## config.mk

```make
export PLATFORM = sky130hd
export DESIGN_NAME = icache_miss_ctrl_flat
export DESIGN_NICKNAME = d
export VERILOG_FILES = /design/src/verilog/icache_pkg.sv /design/src/verilog/icache_refill_if.sv /design/src/verilog/icache_miss_ctrl.sv /design/src/flat_wrapper.sv
export VERILOG_INCLUDE_DIRS = /design/src /design/src/verilog
export SDC_FILE = /design/constraint.sdc
export NUM_CORES = 1
export LEC_CHECK = 0
export ABC_AREA = 1
export BUFFER_PORTS_ARGS = -buffer_cell sky130_fd_sc_hd__buf_2
export CORE_AREA = 2 2 119 121
export CTS_BUF_LIST = sky130_fd_sc_hd__clkbuf_4 sky130_fd_sc_hd__clkbuf_8 sky130_fd_sc_hd__clkbuf_16
export DETAILED_ROUTE_END_ITERATION = 7
export DIE_AREA = 0 0 121 123
export HOLD_SLACK_MARGIN = 0.08
export RECOVER_POWER = 100
export SLEW_MARGIN = 30
export SYNTH_ARGS = -nofsm -noshare
export SYNTH_HDL_FRONTEND = slang
export SYNTH_SLANG_ARGS = --single-unit
```

## constraint.sdc

```tcl
create_clock -name clk -period 2 [get_ports clk]
set_input_delay 0.2 -clock clk [delete_from_list [all_inputs] [get_ports clk]]
set_output_delay 0.2 -clock clk [all_outputs]
set_load 0.05 [all_outputs]
```

## src/verilog/icache_defines.svh

```systemverilog
// instruction cache parameters
`ifndef ICACHE_DEFINES_SVH
`define ICACHE_DEFINES_SVH

// ==================================================
// widths
`define ICACHE_ADDR_W       32
`define ICACHE_INST_W       32
`define ICACHE_LINE_W       64

// ==================================================
// geometry, 4 KB in 2 ways of 256 sets
`define ICACHE_INDEX_W      8
`define ICACHE_OFFSET_W     3
`define ICACHE_TAG_W        21
`define ICACHE_SETS         256
`define ICACHE_WAYS         2

// miss sequencer state codes
`define ICACHE_SEQ_IDLE     2'd0
`define ICACHE_SEQ_REQUEST  2'd1
`define ICACHE_SEQ_WAIT     2'd2

// ==================================================
// bus and pipeline constants
`define ICACHE_NOP          32'h0000_0013
`define ICACHE_RESP_OKAY    2'b00
`define ICACHE_READ_ID      4'h0

`endif
```

## src/verilog/icache_pkg.sv

```systemverilog
// instruction cache types
`default_nettype none

`include "icache_defines.svh"

package icache_pkg;

    // fetch address split for the 2-way 256-set cache
    typedef struct packed {
        logic [`ICACHE_TAG_W-1:0]    tag;
        logic [`ICACHE_INDEX_W-1:0]  index;
        logic                        word_sel;
        logic [`ICACHE_OFFSET_W-2:0] byte_off;
    } fetch_addr_t;

    // one bus beat
    // stored whole, or split into two instructions
    typedef union packed {
        logic [`ICACHE_LINE_W-1:0] line;
        // low word first
        logic [`ICACHE_LINE_W/`ICACHE_INST_W-1:0][`ICACHE_INST_W-1:0] inst;
    } refill_beat_u;

    // miss sequencer
    typedef enum logic [1:0] {
        seq_idle    = `ICACHE_SEQ_IDLE,
        seq_request = `ICACHE_SEQ_REQUEST,
        seq_wait    = `ICACHE_SEQ_WAIT
    } seq_state_t;

endpackage

`default_nettype wire

```

## src/verilog/icache_refill_if.sv

```systemverilog
// refill write channel
`timescale 1ns/10ps
`default_nettype none

interface icache_refill_if #(
    parameter int TAG_W   = 21,
    parameter int INDEX_W = 8,
    parameter int LINE_W  = 64
);

    // one line write per clock edge with we high
    logic               we;
    logic [INDEX_W-1:0] index;
    logic               way;
    logic [TAG_W-1:0]   tag;
    logic [LINE_W-1:0]  line;

    modport sequencer (
        output we,
        output index,
        output way,
        output tag,
        output line
    );

    // tag store and data store both listen
    modport store (
        input we,
        input index,
        input way,
        input tag,
        input line
    );

endinterface

`default_nettype wire

```

## src/verilog/icache_miss_ctrl.sv

```systemverilog
// instruction cache miss sequencer
`timescale 1ns/10ps
`default_nettype none

`include "icache_defines.svh"

module icache_miss_ctrl (
    input  logic                      clk,
    input  logic                      rst,
    input  icache_pkg::fetch_addr_t   pc,
    input  logic                      flush,
    input  logic                      stall,
    input  logic                      hit,
    input  logic                      victim_way,
    input  logic [`ICACHE_INST_W-1:0] hit_word,
    input  logic                      arready,
    input  logic                      rvalid,
    input  logic                      rlast,
    input  logic [1:0]                rresp,
    input  logic [`ICACHE_LINE_W-1:0] rdata,
    input  logic [3:0]                rid,
    output logic                      lookup_en,
    output logic                      miss_start,
    icache_refill_if.sequencer        refill,
    output logic                      arvalid,
    output logic [`ICACHE_ADDR_W-1:0] araddr,
    output logic                      rready,
    output logic [`ICACHE_INST_W-1:0] inst,
    output logic                      inst_valid,
    output logic                      error
);

    import icache_pkg::*;

    seq_state_t   state;
    seq_state_t   state_next;

    fetch_addr_t  miss_addr;
    logic         miss_way;
    refill_beat_u beat;

    logic                      flush_now;
    logic                      beat_taken;
    logic                      line_done;
    logic                      hit_sel;
    logic [`ICACHE_INST_W-1:0] inst_reg;

    // flush is ignored while the pipeline stalls
    assign flush_now  = flush && !stall;

    assign lookup_en  = (state == seq_idle) && !stall;
    assign miss_start = lookup_en && !hit && !flush;

    assign beat_taken = rvalid && rready;
    assign line_done  = beat_taken && rlast;

    // ==================================================
    // sequencer

    always_comb begin
        state_next = state;
        case (state)
            seq_idle: begin
                if (miss_start) begin
                    state_next = seq_request;
                end
            end
            seq_request: begin
                if (arvalid && arready) begin
                    state_next = seq_wait;
                end
            end
            seq_wait: begin
                if (line_done) begin
                    state_next = seq_idle;
                end
            end
            default: state_next = seq_idle;
        endcase
    end

    always_ff @(posedge clk) begin
        if (rst || flush_now) begin
            state <= seq_idle;
        end else begin
            state <= state_next;
        end
    end

    // missed address and chosen way
    always_ff @(posedge clk) begin
        if (miss_start) begin
            miss_addr <= pc;
            miss_way  <= victim_way;
        end
    end

    // ==================================================
    // read channel

    assign arvalid = (state == seq_request);
    assign araddr  = {miss_addr.tag, miss_addr.index, {`ICACHE_OFFSET_W{1'b0}}};
    assign rready  = (state == seq_wait);

    assign beat = rdata;

    // refill write lands on the edge that takes the beat
    assign refill.we    = line_done && !flush_now;
    assign refill.index = miss_addr.index;
    assign refill.way   = miss_way;
    assign refill.tag   = miss_addr.tag;
    assign refill.line  = beat.line;

    // ==================================================
    // delivered instruction

    always_ff @(posedge clk) begin
        if (rst || flush_now) begin
            inst_reg   <= `ICACHE_NOP;
            hit_sel    <= 1'b0;
            inst_valid <= 1'b1;
        end else if (line_done) begin
            inst_reg   <= beat.inst[miss_addr.word_sel];
            hit_sel    <= 1'b0;
            inst_valid <= 1'b1;
        end else if (miss_start) begin
            hit_sel    <= 1'b0;
            inst_valid <= 1'b0;
        end else if (lookup_en && hit) begin
            hit_sel    <= 1'b1;
        end
    end

    assign inst = hit_sel ? hit_word : inst_reg;

    // response check, once per beat
    always_ff @(posedge clk) begin
        if (rst) begin
            error <= 1'b0;
        end else if (beat_taken) begin
            error <= (rresp != `ICACHE_RESP_OKAY) || (rid != `ICACHE_READ_ID);
        end
    end

endmodule

`default_nettype wire

```

## src/flat_wrapper.sv

```systemverilog
// flat-port wrapper written by rule: the top's interface ports become plain ports
module icache_miss_ctrl_flat import icache_pkg::*;
  (clk, rst, pc, flush, stall, hit, victim_way, hit_word, arready, rvalid, rlast, rresp, rdata, rid, lookup_en, miss_start, arvalid, araddr, rready, inst, inst_valid, error, refill_we, refill_index, refill_way, refill_tag, refill_line);
  icache_refill_if refill_i ();
  input  logic clk;
  input  logic rst;
  input  icache_pkg::fetch_addr_t pc;
  input  logic flush;
  input  logic stall;
  input  logic hit;
  input  logic victim_way;
  input  logic [`ICACHE_INST_W-1:0] hit_word;
  input  logic arready;
  input  logic rvalid;
  input  logic rlast;
  input  logic [1:0] rresp;
  input  logic [`ICACHE_LINE_W-1:0] rdata;
  input  logic [3:0] rid;
  output logic lookup_en;
  output logic miss_start;
  output logic arvalid;
  output logic [`ICACHE_ADDR_W-1:0] araddr;
  output logic rready;
  output logic [`ICACHE_INST_W-1:0] inst;
  output logic inst_valid;
  output logic error;
  output wire logic [$bits(refill_i.we)-1:0] refill_we;
  output wire logic [$bits(refill_i.index)-1:0] refill_index;
  output wire logic [$bits(refill_i.way)-1:0] refill_way;
  output wire logic [$bits(refill_i.tag)-1:0] refill_tag;
  output wire logic [$bits(refill_i.line)-1:0] refill_line;
  assign refill_we = refill_i.we;
  assign refill_index = refill_i.index;
  assign refill_way = refill_i.way;
  assign refill_tag = refill_i.tag;
  assign refill_line = refill_i.line;
  icache_miss_ctrl u_core (.clk(clk), .rst(rst), .pc(pc), .flush(flush), .stall(stall), .hit(hit), .victim_way(victim_way), .hit_word(hit_word), .arready(arready), .rvalid(rvalid), .rlast(rlast), .rresp(rresp), .rdata(rdata), .rid(rid), .lookup_en(lookup_en), .miss_start(miss_start), .refill(refill_i), .arvalid(arvalid), .araddr(araddr), .rready(rready), .inst(inst), .inst_valid(inst_valid), .error(error));
endmodule
```

Yosys cells after proc, flatten, opt, wreduce, memory -nomap -nowiden
Index checks and enable logic that the tools add are counted.
- bits in registers: 68
- input port bits: 143
- word-level logic and storage cells: 43
- eq/ne operators: 5
- order comparisons: 1
- reduce and logical (&&, ||, !) cells: 21
- multiplexer cells: 7
- operators with widths (operator ; count):
    $mux 32 ; 3
    $logic_and 1x1->1 ; 9
    $mux 2 ; 3
    $ne 2x2->1 const B ; 3
    $pmux 2 s3 ; 1
    $logic_not 1->1 ; 4
    $reduce_bool 4->1 ; 1
    $reduce_and 3->1 ; 1
    $reduce_or 3->1 ; 1
    $eq 2x1->1 const B ; 1
    $eq 2x2->1 const B ; 1
    $logic_not 2->1 ; 1
    $logic_or 1x1->1 ; 2
    $lt 1x2->1 const B ; 1
    $reduce_bool 2->1 ; 1
    $reduce_or 2->1 ; 1

Longest topological paths before layout
Gate-level depths: netlist of run 1.
- depth in word-level cells: 6
- gate-level depth with buffers: 6
- depth with buffers taken out: 5

Worst setup path before layout of run 1
OpenSTA, ideal clock, no wires.
- path kind: register to register
- from: register u_core.state[1]
- to: register u_core.miss_addr[2] (netlist bit) (enable)
- data required time: 1600 ps
- data arrival time: 1555 ps
- setup slack: 45 ps
- cell stages (with the launch flop): 4
- library setup time: 400 ps
- cell sequence: dfxtp_1 -> nor2_1 -> nand3_1 -> inv_1
- word-level cells in the longest chain between the ends: 4
- ends and longest elaborated chain (what ; line ; text):
    start, declared ; icache_miss_ctrl.sv:35 ; seq_state_t state;
    start signal, assigned ; icache_miss_ctrl.sv:84 ; state <= seq_idle;
    start signal, assigned ; icache_miss_ctrl.sv:86 ; state <= state_next;
    $logic_not 2->1 ; icache_miss_ctrl.sv:51 ; assign lookup_en = (state == seq_idle) && !stall;
    $logic_and 1x1->1 ; icache_miss_ctrl.sv:51 ;
    $logic_and 1x1->1 (2 in series) ; icache_miss_ctrl.sv:52 ; assign miss_start = lookup_en && !hit && !flush;
    named net miss_start ; flat_wrapper.sv:20 ; output logic miss_start;
    end signal, assigned ; icache_miss_ctrl.sv:93 ; miss_addr <= pc;
    end, declared ; icache_miss_ctrl.sv:38 ; fetch_addr_t miss_addr;
The timed path passes the listed nets, and every way through them passes these cells.
A chain may end at the register's enable or synchronous reset.

Final worst setup path of run 1
- from: register u_core.state[1]
- to: output port miss_start
- word-level cells in the longest chain between the ends: 4
- ends and longest elaborated chain (what ; line):
    $logic_not 2->1 ; icache_miss_ctrl.sv:51
    $logic_and 1x1->1 ; icache_miss_ctrl.sv:51
    $logic_and 1x1->1 (2 in series) ; icache_miss_ctrl.sv:52
    end, declared ; flat_wrapper.sv:20
Every way passes these cells.

==> summary.md, run 1 <==
| Metric | Value |
|---|---|
| Pre-CTS WS | between 0.3 and 0.4 ns |
| Netlist cell types | 16 |
| Power per Cell Area | 734.3 nW/um^2 |
| Die height | approximately 120 um |
| Post-CTS Setup Repair Bufs | 0 |
| Area leader, netlist | buf_4 |
| Post-synth ARST share | 0% |
| Buffers & Inverters on Critical Path | 2 |
| Critical path cell sequence | nor2_1, nand3_1, inv_2, clkbuf_4 |
| # IOs | 308 |
| Crit path capture type | output pin |
| Final #Nets | 926 |
| Initial antenna violation count | 0 |
| Final setup violation count | 0 |
| Port Buffer Count | about 300 |
| Crit-path max FO | 5 |
| Max Clk Rate | 560.0 MHz |
| Max_cap viols | 0 |
| LEAKAGE | roughly 2.6 nW |
| Core area | approximately 14000 um^2 |
| Critical path required time | around 1.8 ns |
| CTS tree | yes |
| Seq/Total Area, Yosys | about two fifths |
| RSZ-0062 raised after global routing | false |
| Critical path data arrival time | 1.59 ns |
| Period utilisation layout | about 89% |
| Peak supply drop | around 0.0004 V |
| Routed vias | just under 4000 |
| First-pass GRT wire length | around 16000 um |
| Main synth FF type | dfxtp_1 |
| Relative slew slack | 45.15% |
| Overall Global Routing Usage | 14.34% |
| Status | completed |
| Area contributors post-synth | buf_4 (22%), edfxtp_1 (22%), dfxtp_1 (18%) |
| Setup CP Type | reg2out |
| Max stage delay on crit path | between 0.3 and 0.4 ns |
| Count leader, synth | nand2_1 |
| Final Hold Vio Count | 0 |
| Total grt overflow | 0 |
| Dpl hpwl | between 8000 and 9000 um |
| Final Util | 39.52% |
| Initial Util | a little under a third |
| GP Congestion | 0.7507 |
| Area delta synth->final | 27.34% |
| Area share of the largest cell type after synthesis | 22.22% |
| Yosys reg bits | 68 |
| Ys Warns | 0 |
| Clock root buffer | clkbuf_16 |
| Post-synth EDFFs | 31 |
| Largest net degree at the start of global routing | 63 |
| Clock transition at the registers of the reported paths | 0.06 ns |
| Initial DRC Count | approximately 120 |
| Maximum clock path buffer count | 2 |
| Setup tns final | 0 ns |
| Die X | approximately 120 um |
| Clock Latency Late Sink | roughly 0.33 ns |
| Final WL | about 11000 um |
| Syn Area/Cell | between 7 and 8 um^2 |
| Vias per cell | 4.046 |
| ANT cells | 0 |
| FILL cells | roughly 1500 |
| Post-synth top cells | nand2_1 (140), buf_4 (125), inv_1 (73), nor2_1 (69), o21ai_0 (62) |
| Mapped cell area | 4224 um^2 |
| Htree depth | 3 |
| Tmin final | 1.786 ns |
| First-pass iteration count of the detailed router | 4 |
| Setup crit start kind | register |
| TritonCTS Buffers | 9 |
| Final ANT Viol Nets | 0 |
| CP max-delay cell | dfxtp_1 |
| Fin worst setup slack | between 0.2 and 0.25 ns |
| Routed len/inst | ~12 um |
| Slew @ Worst Pin | ~0.82 ns |
| CTS sink cnt | a little under 70 |
| Min-Delay Path Class | in2reg |
| Std-Cell Rows | 43 |
| Vias in the first global route | 3334 |
| Top delay family on crit path | buffers and inverters |
| DRC errors left | 0 |
| Final Skew | slightly above 0.007 ns |
| Max reg flops | 32 |
| Pins Over Slew Limit | 0 |
| Cell count after synthesis | 577 |
| Layout cell share with drive strength beyond 1 | ~22% |
| Die area | roughly 15000 um^2 |
## per-layer routing
| metal | vias to the layer above | track usage [%] | routed length [um] |
|---|---|---|---|
| met1 | 1679 | 16.01 | 4529 |
| li1 | 2039 | - | - |
| met3 | 10 | 4.151 | 973 |
| met2 | 189 | 25.60 | 5621 |
| met5 | - | 0 | 0 |
| met4 | 0 | 5.887 | 149 |
## cell type report
class	count	area, um^2	area share [%]
Sequential cell	68	1673	31.10
Inverter	74	277.8	5.164
Multi-Input combinational cell	289	1209	22.47
Clock inverter	7	67.56	1.256
Tap cell	180	225.2	4.187
Clock buffer	9	225.2	4.187
Timing Repair Buffer	341	1702	31.64
## stage by stage
| step | cells | hold WS (ns) | power, W | instance area [um^2] |
|---|---|---|---|---|
| global route | 968 | 0.1301 | 0.004136 | 5379 |
| detailed placement | 921 | 0.3784 | 0.002437 | 4994 |
| global placement | 921 | 0.3766 | 0.002434 | 4994 |
| CTS | 968 | 0.1245 | 0.004055 | 5597 |
| finish | 968 | 0.1423 | 0.003950 | 5379 |
| floorplan | 579 | 0.2989 | 0.002265 | 4232 |
## worst reg2reg max path, cell delays in order (launching register included)
cell and delay, ns:
dfxtp_1 0.42, nand4_4 0.31, clkbuf_2 0.57, nor2_1 0.27, nor2_1 0.07
## cells by family (layout without fill, tap and decap cells)
kind of cell,after synthesis,in the layout,share of synthesized area (%)
compound gates,66,66,7.909
buf+inv,222,431,32.17
flops,68,68,39.57
other cells,1,3,0.08878
simple gates,220,220,20.26
## report_power, final
group	internal, W	switching [W]
registers	0.00148	0.0000128
clock network	0.000958	0.000576
logic	0.000231	0.000690
## cell usage in the layout (no fill, tap or decap), types with 2 or more instances in the layout
cell type | Yosys | routed
clkbuf_16 | 0 | 9
clkinv_2 | 0 | 4
clkbuf_2 | 0 | 10
clkbuf_1 | 8 | 156
nand2_1 | 140 | 140
buf_2 | 9 | 140
o21ai_0 | 62 | 62
buf_12 | 0 | 2
dfxtp_1 | 37 | 36
clkinv_4 | 0 | 2
a21oi_1 | 3 | 3
conb_1 | 1 | 3
nor2_1 | 69 | 69
inv_1 | 73 | 72
dlygate4sd3_1 | 0 | 31
edfxtp_1 | 31 | 31
inv_2 | 1 | 2
nand3_1 | 10 | 10
## timing repair
action                     CTS  global route
hold endpoints to repair    31             0
gates resized for setup      1             1
hold buffers                31             0
setup endpoints to repair    1             1
## final timing paths
check | slack (ns) | endpoint | from | cells after the start
worst max-delay path | 0.21 | miss_start | u_core.state[1] | 4
worst min-delay path | 0.14 | u_core.state[0] | arready | 4
worst max register to register | 0.24 | u_core.inst_reg[27] | u_core.state[1] | 4
worst min register to register | 0.47 | u_core.inst_valid | u_core.inst_valid | 2
(Power assumes the default switching activity.)
==> run 2: changes to the inputs <==
--- a/config.mk
+++ b/config.mk
@@ -8,11 +8,13 @@
 export LEC_CHECK = 0
 export ABC_AREA = 1
 export BUFFER_PORTS_ARGS = -buffer_cell sky130_fd_sc_hd__buf_2
-export CORE_AREA = 2 2 119 121
+export CAP_MARGIN = 30
+export CORE_AREA = 2 2 120 122
 export CTS_BUF_LIST = sky130_fd_sc_hd__clkbuf_4 sky130_fd_sc_hd__clkbuf_8 sky130_fd_sc_hd__clkbuf_16
 export DETAILED_ROUTE_END_ITERATION = 7
-export DIE_AREA = 0 0 121 123
+export DIE_AREA = 0 0 122 124
 export HOLD_SLACK_MARGIN = 0.08
+export PLACE_DENSITY = 0.66
 export RECOVER_POWER = 100
 export SLEW_MARGIN = 30
 export SYNTH_ARGS = -nofsm -noshare
==> constraint.sdc (replaced) <==
create_clock -name clk -period 1.6 [get_ports clk]
set_input_delay 0.16 -clock clk [delete_from_list [all_inputs] [get_ports clk]]
set_output_delay 0.16 -clock clk [all_outputs]
set_load 0.05 [all_outputs]
==> run 2 against run 1 <==
  * Routed wire length increased by 5.7%
  * Worst setup slack got worse by 0.13 ns
  * Total power grew 32%
  * Clock power is 41% higher
  * Sequential share of layout area fell by 0.91 points
  * Critical path depth is the same
  * Die area increased by 1.6%
  * Utilization grew 0.90 points
  * Global-route usage rose by 0.27 points
  * Final cell count increased by 0.62%
  * Critical endpoint is now inst[13]
  * Largest cell class unchanged
  * Largest power group unchanged
==> summary.md, run 2 (synthesis gave the netlist of run 1 again) <==
| Metric | Value |
|---|---|
| Final Hold Vio Count | 0 (unchanged) |
| Max_cap viols | 0 (unchanged) |
| Crit path capture type | output pin |
| DRC errors left | 0 (unchanged) |
| Clock Latency Late Sink | 0.34 ns (about the same) |
| Multi-input logic area | 1225 um^2 (+1.3%) |
| Setup crit start kind | register |
| Final WL | 11910 um (+5.7%) |
| Port Buffer Count | 302 (unchanged) |
| Power per Cell Area | 937.5 nW/um^2 (+28%) |
| Status | completed |
| Die area | 15130 um^2 (+1.6%) |
| Final Skew | 0.007075 ns (-0.0001706 ns) |
| Crit-path max FO | 42 (+37) |
| Final setup violation count | 0 (unchanged) |
| Area delta synth->final | 31.28% |
| First-pass iteration count of the detailed router | 4 (unchanged) |
| CTS sink cnt | 68 (unchanged) |
| Overall Global Routing Usage | 14.61% (+0.27 points) |
| Vias per cell | 4.055 (+0.22%) |
| Routed vias | 3950 (+0.84%) |
| Reg2Reg Depth | 5 (+1) |
| Slew @ Worst Pin | 0.6852 ns (-0.1375 ns) |
| Tmin final | 1.517 ns |
| Clock root buffer | clkbuf_16 |
| Critical path required time | 1.44 ns (-0.36 ns) |
| Maximum clock path buffer count | 2 (unchanged) |
| Total grt overflow | 0 (unchanged) |
| Fin worst setup slack | 0.08279 ns (-0.1314 ns) |
| Std-Cell Rows | 43 (unchanged) |
| Min-Delay Path Class | in2reg |
| Die X | 122 um (+0.83%) |
| # IOs | 308 (unchanged) |
| TritonCTS Buffers | 9 (unchanged) |
| Non-Filler Instances | 974 (+0.62%) |
| Critical path data arrival time | 1.36 ns (-0.23 ns) |
| Layout cell share with drive strength beyond 1 | 26.83% (+4.6 points) |
| LEAKAGE | 2.790 nW (+5.7%) |
| Initial DRC Count | 146 (+20%) |
| Final Util | 40.42% (+0.90 points) |
| Htree depth | 3 (unchanged) |
| HP Start | rst |
| GP Congestion | 0.7424 (-1.1%) |
| Cells after DPL | 924 (+0.33%) |
| First-pass GRT wire length | 16570 um (+2.4%) |
| Most frequent cells in the layout | buf_2 (157), nand2_1 (140), clkbuf_1 (127), inv_1 (72), nor2_1 (68) |
| Max reg flops | 32 (unchanged) |
| Final #Nets | 932 (+0.65%) |
| Final ANT Viol Nets | 0 (unchanged) |
| Vias in the first global route | 3402 (+2.0%) |
| R2r endpoint | u_core.refill.index[1] |
| Pre-CTS WS | 0.1075 ns (-0.2168 ns) |
| CTS tree | yes |
| Peak supply drop | 0.0004445 V (+13%) |
| Max Clk Rate | about 660 MHz |
| Initial antenna violation count | 0 (unchanged) |
| RR Startpoint | u_core.state[0] |
| Hold EP | u_core.error |
| Dpl hpwl | 8904 um (+0.66%) |
| Clock transition at the registers of the reported paths | 0.06 ns (about the same) |
| ANT cells | 0 (unchanged) |
| Core area | 13720 um^2 (+0.79%) |
| RSZ-0062 raised after global routing | false |
| Pins Over Slew Limit | 0 (unchanged) |
| Routed len/inst | 12.23 um (+5.0%) |
| Die height | 124 um (+0.81%) |
| Setup CP Type | reg2out |
| FILL cells | 1511 (-0.33%) |
| Commonest non-fill, non-tap cell in the layout | buf_2 |
| R2R Setup Slk | 0.14 ns (-0.10 ns) |
| Initial Util | 30.79% (-0.24 points) |
| Largest net degree at the start of global routing | 43 (-32%) |
| Worst hold path cell count | 4 (unchanged) |
| Relative slew slack | 54.51% (+9.4 points) |
| FF+latch area | 1674 um^2 (about the same) |
| Period utilisation layout | 94.83% |
-- run 2: cell type report --
class / instances / area share, %
clock buffers: 9 / 4.061
clock inverters: 7 / 1.782
inverters: 74 / 5.077
multi-input cells: 289 / 22.09
flip-flops and latches: 68 / 30.19
well taps: 180 / 4.061
repair buffers: 347 / 32.74
-- run 2: worst max-delay path by stage --
stage,start,to,slack [ns],depth (start not counted)
3_5_place_dp,u_core.state[0],u_core.refill.index[5],0.11,4
3_3_place_gp,u_core.state[1],u_core.refill.index[7],0.12,4
2_1_floorplan,u_core.hit_sel,inst[23],-0.26,3
4_1_cts,u_core.hit_sel,inst[13],0.005,4
6_report,u_core.hit_sel,inst[13],0.08,4
5_1_grt,u_core.hit_sel,inst[17],0.001,4
-- run 2: timing repair --
item	4_1_cts	5_1_grt
hold endpoints to repair	32	0
hold buffers	32	0
setup buffers	2	0
endpoints found under the setup margin	1	35
gates resized for setup	2	10
-- run 2: per-layer routing --
| metal | vias up | GRT usage (%) | routed length [um] |
|---|---|---|---|
| met4 | 0 | 7.112 | 237 |
| met3 | 13 | 3.388 | 987 |
| li1 | 2054 | - | - |
| met5 | - | 0 | 0 |
| met1 | 1691 | 16.36 | 4810 |
| met2 | 192 | 26.12 | 5878 |
-- run 2: critical path, stage by stage, from the launching register on --
cell,delay (ns)
dfxtp_2,0.35
buf_12,0.21
nand2_1,0.07
o21ai_1,0.14
buf_4,0.24
-- run 2: power breakdown --
part | switching [W] | internal, W | total, W
sequential | 0.0000182 | 0.00185 | 0.00187
combinational | 0.000867 | 0.000311 | 0.00118
clock | 0.000778 | 0.00137 | 0.00215
-- run 2: metrics by stage --
step                      total power (W)  hold slack (ns)  cell area [um^2]  TNS [ns]
after global placement           0.003048           0.3359              5030         0
after global routing             0.005429           0.1265              5545         0
after floorplan                  0.002834           0.2589              4245    -6.388
final                            0.005199           0.1073              5545         0
after CTS                        0.005300          0.09767              5694         0
after detailed placement         0.003053           0.3381              5030         0
